File: config.mk
export PLATFORM = sky130hd
export DESIGN_NAME = rvd_id_stage
export DESIGN_NICKNAME = d
export VERILOG_FILES = /design/src/rvd_pkg.sv /design/src/rvd_i_decoder.sv /design/src/rvd_m_decoder.sv /design/src/rvd_decoder.sv /design/src/rvd_ctrl_fsm.sv /design/src/rvd_busy_counter.sv /design/src/rvd_id_stage.sv
export VERILOG_INCLUDE_DIRS = /design/src /design/src/src
export SDC_FILE = /design/constraint.sdc
export NUM_CORES = 1
export LEC_CHECK = 0
export BUFFER_PORTS_ARGS = -buffer_cell sky130_fd_sc_hd__clkbuf_2
export CORE_UTILIZATION = 30
export DETAILED_ROUTE_END_ITERATION = 12
export PLACE_DENSITY_LB_ADDON = 0.25
export SYNTH_ARGS = -nofsm -noshare
export SYNTH_HDL_FRONTEND = slang
export SYNTH_SLANG_ARGS = --single-unit
File: constraint.sdc
create_clock -name clk_i -period 2.17 [get_ports clk_i]
set_input_delay 0.1085 -clock clk_i [delete_from_list [all_inputs] [get_ports clk_i]]
set_output_delay 0.1085 -clock clk_i [all_outputs]
set_load 0.01 [all_outputs]
File: src/rvd_consts.svh
// Encodings and timing constants for the RV32 decode stage
// Include at the top of any RTL file that matches opcode or funct fields

`ifndef RVD_CONSTS_SVH
`define RVD_CONSTS_SVH

// Major opcodes, bits [6:0] of the word
`define RVD_OPC_OP       7'b0110011
`define RVD_OPC_OP_IMM   7'b0010011
`define RVD_OPC_LUI      7'b0110111
`define RVD_OPC_SYSTEM   7'b1110011

// funct7 variants
`define RVD_F7_BASE      7'b0000000  // Plain ALU op and SRLI/SLLI
`define RVD_F7_ALT       7'b0100000  // SUB, SRA, SRAI
`define RVD_F7_MULDIV    7'b0000001  // M extension

// funct3 for integer ALU ops
`define RVD_F3_ADD       3'b000      // ADD and SUB share it
`define RVD_F3_SLL       3'b001
`define RVD_F3_SLT       3'b010
`define RVD_F3_SLTU      3'b011
`define RVD_F3_XOR       3'b100
`define RVD_F3_SRL       3'b101      // SRL and SRA share it
`define RVD_F3_OR        3'b110
`define RVD_F3_AND       3'b111

// SYSTEM immediates, rs1, rd and funct3 all zero
`define RVD_IMM_ECALL    12'h000
`define RVD_IMM_EBREAK   12'h001

// Cycles the input is held off after an accepted MUL/DIV, 1 or more
`define RVD_MD_CYCLES    4

`endif

File: src/rvd_pkg.sv
// Types shared by the decode stage
// Instruction word views, operator enums, decode control bundle, FSM states

`default_nettype none

package rvd_pkg;

  //////////////////////////////
  // Instruction word views
  //////////////////////////////

  // Register form, OP and OP-IMM shift checks
  typedef struct packed {
    logic [6:0] funct7;
    logic [4:0] rs2;
    logic [4:0] rs1;
    logic [2:0] funct3;
    logic [4:0] rd;
    logic [6:0] opcode;
  } r_type_t;

  // Immediate form, OP-IMM and SYSTEM
  typedef struct packed {
    logic [11:0] imm;
    logic [4:0]  rs1;
    logic [2:0]  funct3;
    logic [4:0]  rd;
    logic [6:0]  opcode;
  } i_type_t;

  // One word, decoded by opcode either way
  typedef union packed {
    r_type_t r;
    i_type_t i;
  } instr_u;

  //////////////////////////////
  // Operators
  //////////////////////////////

  typedef enum logic [3:0] {
    ALU_ADD, ALU_SUB, ALU_SLL, ALU_SLT, ALU_SLTU, ALU_XOR,
    ALU_SRL, ALU_SRA, ALU_OR, ALU_AND, ALU_LUI
  } alu_op_e;

  // Encoded as funct3 so the M decoder casts directly
  typedef enum logic [2:0] {
    MD_MUL    = 3'b000,
    MD_MULH   = 3'b001,
    MD_MULHSU = 3'b010,
    MD_MULHU  = 3'b011,
    MD_DIV    = 3'b100,
    MD_DIVU   = 3'b101,
    MD_REM    = 3'b110,
    MD_REMU   = 3'b111
  } md_op_e;

  // Control bundle produced by every sub-decoder
  typedef struct packed {
    logic    alu_en;
    alu_op_e alu_operator;
    logic    alu_use_imm;  // Operand b from immediate
    logic    md_en;
    md_op_e  md_operator;
    logic    rf_we;
    logic    ecall_insn;
    logic    ebrk_insn;
    logic    illegal_insn;
  } decoder_ctrl_t;

  // No match, nothing enabled
  localparam decoder_ctrl_t DECODER_CTRL_ILLEGAL = '{
    alu_en:       1'b0,
    alu_operator: ALU_ADD,
    alu_use_imm:  1'b0,
    md_en:        1'b0,
    md_operator:  MD_MUL,
    rf_we:        1'b0,
    ecall_insn:   1'b0,
    ebrk_insn:    1'b0,
    illegal_insn: 1'b1
  };

  typedef enum logic [1:0] {
    CTRL_RUN,
    CTRL_MD_WAIT,
    CTRL_TRAP
  } ctrl_state_e;

endpackage

`default_nettype wire

File: src/rvd_i_decoder.sv
// Base integer decoder for OP, OP-IMM, LUI, ECALL and EBREAK
// Purely combinational, returns the illegal bundle on no match

`timescale 1ns/1ps
`default_nettype none

`include "rvd_consts.svh"

module rvd_i_decoder (
  input  rvd_pkg::instr_u        instr_rdata_i,   // Instruction word
  output rvd_pkg::decoder_ctrl_t decoder_ctrl_o   // Base set decode
);
  import rvd_pkg::*;

  logic    legal;     // ALU instruction matched
  alu_op_e alu_op;
  logic    use_imm;
  logic    is_ecall;
  logic    is_ebrk;

  ////////////////////////////////
  // Field match
  ////////////////////////////////

  always_comb begin
    legal    = 1'b0;
    alu_op   = ALU_ADD;
    use_imm  = 1'b0;
    is_ecall = 1'b0;
    is_ebrk  = 1'b0;

    case (instr_rdata_i.r.opcode)
      `RVD_OPC_OP: begin  // Register form
        if (instr_rdata_i.r.funct7 == `RVD_F7_BASE) begin
          legal = 1'b1;
          case (instr_rdata_i.r.funct3)
            `RVD_F3_ADD:  alu_op = ALU_ADD;
            `RVD_F3_SLL:  alu_op = ALU_SLL;
            `RVD_F3_SLT:  alu_op = ALU_SLT;
            `RVD_F3_SLTU: alu_op = ALU_SLTU;
            `RVD_F3_XOR:  alu_op = ALU_XOR;
            `RVD_F3_SRL:  alu_op = ALU_SRL;
            `RVD_F3_OR:   alu_op = ALU_OR;
            default:      alu_op = ALU_AND;
          endcase
        end else if (instr_rdata_i.r.funct7 == `RVD_F7_ALT) begin
          // Only SUB and SRA have the alternate funct7
          if (instr_rdata_i.r.funct3 == `RVD_F3_ADD) begin
            legal  = 1'b1;
            alu_op = ALU_SUB;
          end else if (instr_rdata_i.r.funct3 == `RVD_F3_SRL) begin
            legal  = 1'b1;
            alu_op = ALU_SRA;
          end
        end
      end
      `RVD_OPC_OP_IMM: begin  // Immediate form
        legal   = 1'b1;
        use_imm = 1'b1;
        case (instr_rdata_i.i.funct3)
          `RVD_F3_ADD:  alu_op = ALU_ADD;
          `RVD_F3_SLT:  alu_op = ALU_SLT;
          `RVD_F3_SLTU: alu_op = ALU_SLTU;
          `RVD_F3_XOR:  alu_op = ALU_XOR;
          `RVD_F3_OR:   alu_op = ALU_OR;
          `RVD_F3_AND:  alu_op = ALU_AND;
          `RVD_F3_SLL: begin
            alu_op = ALU_SLL;
            legal  = (instr_rdata_i.i.imm[11:5] == `RVD_F7_BASE);  // Upper imm bits fixed
          end
          default: begin  // SRLI or SRAI
            if (instr_rdata_i.i.imm[11:5] == `RVD_F7_BASE) alu_op = ALU_SRL;
            else if (instr_rdata_i.i.imm[11:5] == `RVD_F7_ALT) alu_op = ALU_SRA;
            else legal = 1'b0;
          end
        endcase
      end
      `RVD_OPC_LUI: begin
        legal   = 1'b1;
        use_imm = 1'b1;
        alu_op  = ALU_LUI;  // Upper immediate passes through ALU
      end
      `RVD_OPC_SYSTEM: begin
        if (instr_rdata_i.i.rs1 == 5'd0 && instr_rdata_i.i.rd == 5'd0 &&
            instr_rdata_i.i.funct3 == 3'b000) begin
          is_ecall = (instr_rdata_i.i.imm == `RVD_IMM_ECALL);
          is_ebrk  = (instr_rdata_i.i.imm == `RVD_IMM_EBREAK);
        end
      end
      default: ;  // Anything else stays illegal
    endcase
  end

  ////////////////////////////////
  // Control bundle
  ////////////////////////////////

  always_comb begin
    decoder_ctrl_o = DECODER_CTRL_ILLEGAL;
    if (legal) begin
      decoder_ctrl_o.illegal_insn = 1'b0;
      decoder_ctrl_o.alu_en       = 1'b1;
      decoder_ctrl_o.alu_operator = alu_op;
      decoder_ctrl_o.alu_use_imm  = use_imm;
      decoder_ctrl_o.rf_we        = 1'b1;
    end else if (is_ecall || is_ebrk) begin
      decoder_ctrl_o.illegal_insn = 1'b0;  // No writeback, trap flags only
      decoder_ctrl_o.ecall_insn   = is_ecall;
      decoder_ctrl_o.ebrk_insn    = is_ebrk;
    end
  end

endmodule

`default_nettype wire

File: src/rvd_m_decoder.sv
// M extension decoder, multiply and divide in the OP opcode space
// Purely combinational, marks every other word illegal

`timescale 1ns/1ps
`default_nettype none

`include "rvd_consts.svh"

module rvd_m_decoder (
  input  rvd_pkg::instr_u        instr_rdata_i,   // Instruction word
  output rvd_pkg::decoder_ctrl_t decoder_ctrl_o   // M extension decode
);
  import rvd_pkg::*;

  logic md_match;  // OP opcode with the MULDIV funct7

  assign md_match = (instr_rdata_i.r.opcode == `RVD_OPC_OP) &&
                    (instr_rdata_i.r.funct7 == `RVD_F7_MULDIV);

  always_comb begin
    decoder_ctrl_o = DECODER_CTRL_ILLEGAL;
    if (md_match) begin
      decoder_ctrl_o.illegal_insn = 1'b0;
      decoder_ctrl_o.md_en        = 1'b1;
      decoder_ctrl_o.md_operator  = md_op_e'(instr_rdata_i.r.funct3);  // Enum follows funct3
      decoder_ctrl_o.rf_we        = 1'b1;   // Result always written back
    end
  end

endmodule

`default_nettype wire

File: src/rvd_decoder.sv
// Decoder wrapper around the base and M sub-decoders
// Picks the matching result, applies the compressed-illegal flag
// and clears enables and flags while the controller deasserts

`timescale 1ns/1ps
`default_nettype none

module rvd_decoder (
  input  rvd_pkg::instr_u        instr_rdata_i,     // Word at the input port
  input  logic                   illegal_c_insn_i,  // Compressed expansion failed
  input  logic                   deassert_i,        // Trap mode from controller
  output rvd_pkg::decoder_ctrl_t decoder_ctrl_o,    // Suppressed result
  output logic                   raw_trap_o,        // Illegal, ECALL or EBREAK before suppression
  output logic                   raw_md_o           // MUL/DIV before suppression
);
  import rvd_pkg::*;

  decoder_ctrl_t ctrl_i;    // Base set result
  decoder_ctrl_t ctrl_m;    // M extension result
  decoder_ctrl_t ctrl_mux;  // Selected, before suppression

  rvd_i_decoder u_i_decoder (
    .instr_rdata_i  (instr_rdata_i),
    .decoder_ctrl_o (ctrl_i)
  );

  rvd_m_decoder u_m_decoder (
    .instr_rdata_i  (instr_rdata_i),
    .decoder_ctrl_o (ctrl_m)
  );

  // Priority select, compressed failure overrides both
  always_comb begin
    if (illegal_c_insn_i) begin
      ctrl_mux = DECODER_CTRL_ILLEGAL;
    end else if (!ctrl_m.illegal_insn) begin
      ctrl_mux = ctrl_m;  // M decoder matched
    end else begin
      ctrl_mux = ctrl_i;  // Base result, illegal when neither matched
    end
  end

  assign raw_trap_o = ctrl_mux.illegal_insn | ctrl_mux.ecall_insn | ctrl_mux.ebrk_insn;
  assign raw_md_o   = ctrl_mux.md_en;

  // Suppress enables and flags, operators pass unchanged
  always_comb begin
    decoder_ctrl_o = ctrl_mux;
    if (deassert_i) begin
      decoder_ctrl_o.alu_en       = 1'b0;
      decoder_ctrl_o.md_en        = 1'b0;
      decoder_ctrl_o.rf_we        = 1'b0;
      decoder_ctrl_o.ecall_insn   = 1'b0;
      decoder_ctrl_o.ebrk_insn    = 1'b0;
      decoder_ctrl_o.illegal_insn = 1'b0;
    end
  end

endmodule

`default_nettype wire

File: src/rvd_ctrl_fsm.sv
// Decode stage controller
// RUN issues normally, MD_WAIT holds the input off while the busy
// counter runs, TRAP issues with controls cleared until a flush

`timescale 1ns/1ps
`default_nettype none

module rvd_ctrl_fsm (
  input  logic clk_i,
  input  logic arst_n_i,
  input  logic accept_i,         // Input transfer this cycle
  input  logic raw_trap_i,       // Accepted word traps
  input  logic raw_md_i,         // Accepted word is MUL/DIV
  input  logic counter_done_i,   // Last stall cycle
  input  logic flush_i,          // Leave trap mode
  output logic counter_start_o,  // Load busy counter
  output logic issue_en_o,       // Input may be accepted
  output logic deassert_o        // Clear decoded controls
);
  import rvd_pkg::*;

  ctrl_state_e state_q;
  ctrl_state_e state_d;

  always_comb begin
    state_d = state_q;
    case (state_q)
      CTRL_RUN: begin
        if (accept_i && raw_md_i)        state_d = CTRL_MD_WAIT;
        else if (accept_i && raw_trap_i) state_d = CTRL_TRAP;
      end
      CTRL_MD_WAIT: begin
        if (counter_done_i) state_d = CTRL_RUN;
      end
      CTRL_TRAP: begin
        if (flush_i) state_d = CTRL_RUN;  // Stays until flushed
      end
      default: state_d = CTRL_RUN;
    endcase
  end

  always_ff @(posedge clk_i or negedge arst_n_i) begin
    if (!arst_n_i) begin
      state_q <= CTRL_RUN;
    end else begin
      state_q <= state_d;
    end
  end

  // Counter loads on the same edge that enters MD_WAIT
  assign counter_start_o = (state_q == CTRL_RUN) && accept_i && raw_md_i;
  assign issue_en_o      = (state_q == CTRL_RUN) || (state_q == CTRL_TRAP);
  assign deassert_o      = (state_q == CTRL_TRAP);

endmodule

`default_nettype wire

File: src/rvd_busy_counter.sv
// Multiply/divide stall timer
// Loads the stall length on start, counts to zero, flags the last count

`timescale 1ns/1ps
`default_nettype none

`include "rvd_consts.svh"

module rvd_busy_counter (
  input  logic clk_i,
  input  logic arst_n_i,
  input  logic start_i,  // Load stall length
  output logic done_o    // High in the final stall cycle
);

  localparam int CW = $clog2(`RVD_MD_CYCLES + 1);  // Holds the full count

  logic [CW-1:0] cnt_q;

  always_ff @(posedge clk_i or negedge arst_n_i) begin
    if (!arst_n_i) begin
      cnt_q <= '0;
    end else if (start_i) begin
      cnt_q <= CW'(`RVD_MD_CYCLES);
    end else if (cnt_q != '0) begin
      cnt_q <= cnt_q - 1'b1;  // Idle at zero
    end
  end

  // Count of one is the last cycle before the FSM leaves MD_WAIT
  assign done_o = (cnt_q == CW'(1));

endmodule

`default_nettype wire

File: src/rvd_id_stage.sv
// Instruction decode stage top level
// Valid/ready instruction input, decoder, controller and stall timer,
// decoded controls leave through one registered valid/ready slot

`timescale 1ns/1ps
`default_nettype none

`include "rvd_consts.svh"

module rvd_id_stage (
  input  logic              clk_i,
  input  logic              arst_n_i,
  input  logic              instr_valid_i,
  input  rvd_pkg::instr_u   instr_rdata_i,
  input  logic              illegal_c_insn_i,
  output logic              instr_ready_o,
  output logic              ex_valid_o,
  input  logic              ex_ready_i,
  output logic              alu_en_o,
  output rvd_pkg::alu_op_e  alu_operator_o,
  output logic              alu_use_imm_o,
  output logic [31:0]       imm_o,           // Sign-extended I imm or U imm for LUI
  output logic [4:0]        rs1_o,
  output logic [4:0]        rs2_o,
  output logic [4:0]        rd_o,
  output logic              rf_we_o,
  output logic              md_en_o,
  output rvd_pkg::md_op_e   md_operator_o,
  output logic              illegal_insn_o,
  output logic              ecall_insn_o,
  output logic              ebrk_insn_o,
  input  logic              flush_i          // One-cycle trap exit
);
  import rvd_pkg::*;

  decoder_ctrl_t dec_ctrl;    // Suppressed decode of the input word
  decoder_ctrl_t ex_ctrl_q;   // Output slot controls
  logic          raw_trap, raw_md;
  logic          deassert, issue_en;
  logic          cnt_start, cnt_done;
  logic          out_room;    // Slot empty or draining this cycle
  logic          accept;
  logic          ex_valid_q;
  logic [31:0]   imm_d, imm_q;
  logic [4:0]    rs1_q, rs2_q, rd_q;

  rvd_decoder u_decoder (
    .instr_rdata_i    (instr_rdata_i),
    .illegal_c_insn_i (illegal_c_insn_i),
    .deassert_i       (deassert),
    .decoder_ctrl_o   (dec_ctrl),
    .raw_trap_o       (raw_trap),
    .raw_md_o         (raw_md)
  );

  rvd_ctrl_fsm u_ctrl_fsm (
    .clk_i           (clk_i),
    .arst_n_i        (arst_n_i),
    .accept_i        (accept),
    .raw_trap_i      (raw_trap),
    .raw_md_i        (raw_md),
    .counter_done_i  (cnt_done),
    .flush_i         (flush_i),
    .counter_start_o (cnt_start),
    .issue_en_o      (issue_en),
    .deassert_o      (deassert)
  );

  rvd_busy_counter u_busy_counter (
    .clk_i    (clk_i),
    .arst_n_i (arst_n_i),
    .start_i  (cnt_start),
    .done_o   (cnt_done)
  );

  //////////////////////////////
  // Handshake
  //////////////////////////////

  assign out_room      = !ex_valid_q || ex_ready_i;
  assign instr_ready_o = issue_en && out_room;  // Back-pressure reaches the input
  assign accept        = instr_ready_o && instr_valid_i;

  // U form for LUI, immediate form otherwise
  assign imm_d = (instr_rdata_i.r.opcode == `RVD_OPC_LUI) ? {instr_rdata_i[31:12], 12'd0}
                                                           : {{20{instr_rdata_i.i.imm[11]}},
                                                              instr_rdata_i.i.imm};

  //////////////////////////////
  // Output slot
  //////////////////////////////

  always_ff @(posedge clk_i or negedge arst_n_i) begin
    if (!arst_n_i) begin
      ex_valid_q <= 1'b0;
      ex_ctrl_q  <= '0;
    end else if (out_room) begin
      ex_valid_q <= accept;            // Empties when nothing new
      if (accept) ex_ctrl_q <= dec_ctrl;
    end
  end

  always_ff @(posedge clk_i) begin
    if (accept) begin
      imm_q <= imm_d;
      rs1_q <= instr_rdata_i.r.rs1;
      rs2_q <= instr_rdata_i.r.rs2;
      rd_q  <= instr_rdata_i.r.rd;
    end
  end

  assign ex_valid_o     = ex_valid_q;
  assign alu_en_o       = ex_ctrl_q.alu_en;
  assign alu_operator_o = ex_ctrl_q.alu_operator;
  assign alu_use_imm_o  = ex_ctrl_q.alu_use_imm;
  assign imm_o          = imm_q;
  assign rs1_o          = rs1_q;
  assign rs2_o          = rs2_q;
  assign rd_o           = rd_q;
  assign rf_we_o        = ex_ctrl_q.rf_we;
  assign md_en_o        = ex_ctrl_q.md_en;
  assign md_operator_o  = ex_ctrl_q.md_operator;
  assign illegal_insn_o = ex_ctrl_q.illegal_insn;
  assign ecall_insn_o   = ex_ctrl_q.ecall_insn;
  assign ebrk_insn_o    = ex_ctrl_q.ebrk_insn;

endmodule

`default_nettype wire

==> impl_metrics.tcl <==
set metrics [dict create \
    overflow 0 \
    outcome "finished, final reports clean" \
    drive_above_1_share 0.3709 \
    io_buffer_count 100 \
    fmaxAchievable_mhz 588.3 \
    path_clk_slew_ns 0.07 \
    period_needed_ns 1.700 \
    grt_pass1_vias 2203 \
    dieArea_um2 10320 \
    synth_top_area_share 0.4741 \
    chipHeight_um 101.6 \
    track_usage 0.1466 \
    rows 35 \
    yosys-top-cells-area "edfxtp_1 47%, dfrtp_1 17%, a21o_1 5.0%" \
    dieWidth_um 101.6 \
    final_antenna_net_count 0 \
    clockBufferDepth 2 \
    ys_seq_area_frac 0.6423 \
    routedWlPerCell_um 14.83 \
    syn_nets 279 \
    final_max_slew_viol_count 0 \
    hpwl_um 5217 \
    synth_seq_cells 67 \
    leakage_nw 1.782 \
    yosysMostFrequentCell "edfxtp_1" \
    critPathMaxFanout 2 \
    period_share 0.7834 \
    insertion_delay_ns 0.34 \
    cts.sinks 67 \
    nNetsFinal 400 \
    yosys_warnings 0 \
    drtIter0Drc 117 \
    synth_top_cell_by_area "edfxtp_1" \
    holdWs_ns 0.02550 \
    finalHoldViolCount 0 \
    cp_top_family "simple AND/OR/NAND/NOR gates" \
    vdd_drop_max_v 0.0003869 \
    relSlewSlack 0.6118 \
    drc_errors 0 \
    htreeDepth 3 \
    max_cap_viol_count 0 \
    cts_root_buf "clkbuf_8" \
    yosysUniqueCellTypes 46 \
    postSynthAreaPerCell_um2 12.51 \
    grt_setup_unrepaired "false" \
    end_kind "flip-flop" \
    worst_pin_slew_ns 0.5745 \
    synthTopCellsByCount "47 x edfxtp_1, 22 x nand2_1, 20 x a21o_1, 20 x dfrtp_1, 14 x nor2b_1" \
    syn2layout_area_growth_pct 35.31 \
    crit_arrival_ns 1.93 \
    antenna_found_initial 0 \
    start_kind "input port" \
    start_util 0.3161 \
    cpPeakStageDelay_ns 0.53 \
    setup_viol 0 \
    routabilityCongestion 0.7992 \
    core_area_um2 9415 \
    grt_pass1_wl_um 11180 \
    required_ns 2.40 \
    vias 2293 \
    fillers 925 \
    cts_tree "built" \
    hold_path.class "input port to flip-flop" \
    cts_inserted_buffers 9 \
    grt_max_degree 34 \
    ys.flop_type "edfxtp_1" \
    diodes 0 \
    tns_ns 0 \
    power_density_nw_per_um2 788.7 \
    synth_cells 238 \
    synth-edff-count 47 \
    post_cts_resized 0 \
    path_class "input port to flip-flop" \
    drt_wl_total_um 7309 \
    slowest_stage "dlygate4sd3_1" \
    routed_via_density 4.651 \
    firstDrtPassIters 4 \
    syn-cell-area_um2 2977 \
    worstPathBufferInverterCount 2 \
    fin_skew_ns 0.005587 \
    ioPinCount 101 \
    crit_chain "dlygate4sd3_1 > clkbuf_2 > nor4_1 > nand4_1 > nor3_1 > o31ai_1 > a22o_1" \
    async_reset_ff_frac 0.2985 \
]
[flip-flops by register name, indices dropped and copies added (netlist names)]
signal / cells
imm_o: 32
rd_o: 5
rs1_o: 5
rs2_o: 5
alu_operator_o: 4
md_operator_o: 3
u_busy_counter.cnt_q: 3
u_ctrl_fsm.state_q: 2
alu_en_o: 1
alu_use_imm_o: 1
ebrk_insn_o: 1
ecall_insn_o: 1
ex_valid_o: 1
illegal_insn_o: 1
md_en_o: 1
rf_we_o: 1
[kinds of logic after synthesis]
kind of cell | count (synthesis) | share of synthesized area
xor gates and xnor gates | 4 | 0.01177
AOI/OAI and AO/OA | 57 | 0.1362
DFF | 67 | 0.6423
adders and majority gates | 3 | 0.01261
and+or+nand+nor | 84 | 0.1635
buffers and inverters | 22 | 0.03027
muxes | 1 | 0.003363
[area by class of cell]
cell class / instances / area (um2) / area share
Clock buffer: 9 / 123.9 / 0.03075
Clock inverter: 7 / 98.84 / 0.02454
Tap cell: 129 / 161.4 / 0.04007
Sequential cell: 67 / 1912 / 0.4747
Inverter: 10 / 41.29 / 0.01025
Timing Repair Buffer: 122 / 715.7 / 0.1777
Multi-Input combinational cell: 149 / 974.7 / 0.2420
[power by group]
part | switching [mW] | leakage [nW] | internal, mW | total [mW]
sequential | 0.0458 | 0.717 | 1.48 | 1.53
clock | 0.503 | 0.110 | 0.654 | 1.16
combinational | 0.277 | 0.955 | 0.213 | 0.490
[stage by stage]
step	power, mW	utilization	cells	setup WS (ns)	cell area (um2)
2_1_floorplan	1.841	-	238	0.08640	2983
3_3_place_gp	2.016	0.3882	462	0.4207	3655
3_5_place_dp	2.030	0.3882	462	0.4031	3655
4_1_cts	3.220	0.4278	493	0.4640	4028
5_1_grt	3.353	0.4278	493	0.4265	4028
6_report	3.177	0.4278	493	0.4701	4028
[cell usage in the layout, fill, tap and decap left out, types with 2 or more instances in the layout]
cell type / synthesis / final
clkbuf_2: 0 / 100
edfxtp_1: 47 / 47
nand2_1: 22 / 22
a21o_1: 20 / 20
dfrtp_1: 20 / 20
dlygate4sd3_1: 0 / 15
nor2b_1: 14 / 14
nor2_1: 11 / 11
inv_1: 10 / 9
clkbuf_8: 0 / 9
a21oi_1: 7 / 7
o21ai_0: 7 / 7
nor3_1: 6 / 6
buf_4: 0 / 6
nand3_1: 5 / 5
o21ai_1: 5 / 5
nand2b_1: 4 / 4
nor3b_1: 4 / 4
a22o_1: 4 / 4
nand4_1: 3 / 3
xnor2_1: 3 / 3
nor4_1: 3 / 3
ha_1: 3 / 3
clkinvlp_4: 0 / 2
nor4b_1: 2 / 2
a31oi_1: 2 / 2
o22ai_1: 2 / 2
a41oi_1: 2 / 2
inv_6: 0 / 2
bufinv_16: 0 / 2
[worst paths after layout]
kind                                   startpoint                                   to  slack (ns)  cells past startpoint
max                              instr_rdata_i[9]           illegal_insn_o$_DFFE_PN0P_        0.47                      7
min                             instr_rdata_i[20]                   rs2_o[0]$_DFFE_PP_        0.03                      1
max reg2reg                ex_valid_o$_DFFE_PN0N_  u_busy_counter.cnt_q[0]$_DFFE_PN0P_        0.54                      5
min reg2reg                  alu_en_o$_DFFE_PN0P_                 alu_en_o$_DFFE_PN0P_        0.48                      2
max in group asynchronous                arst_n_i           illegal_insn_o$_DFFE_PN0P_        1.57                      2
min in group asynchronous                arst_n_i  u_busy_counter.cnt_q[2]$_DFFE_PN0P_        0.26                      2
[layer usage]
layer	vias to the layer above	GRT usage	wire [um]	share of wire
li1	1111	-	-	-
met1	1106	0.1893	3355	0.46
met2	70	0.2339	3467	0.47
met3	6	0.03175	391	0.053
met4	0	0.07023	94	0.013
met5	-	0	0	0
[repair_timing]
| action | 4_1_cts | 5_1_grt |
|---|---|---|
| setup buffers | 0 | 0 |
| hold buffers | 15 | 0 |
| hold endpoints to repair | 34 | 0 |
(Power assumes the default switching activity.)
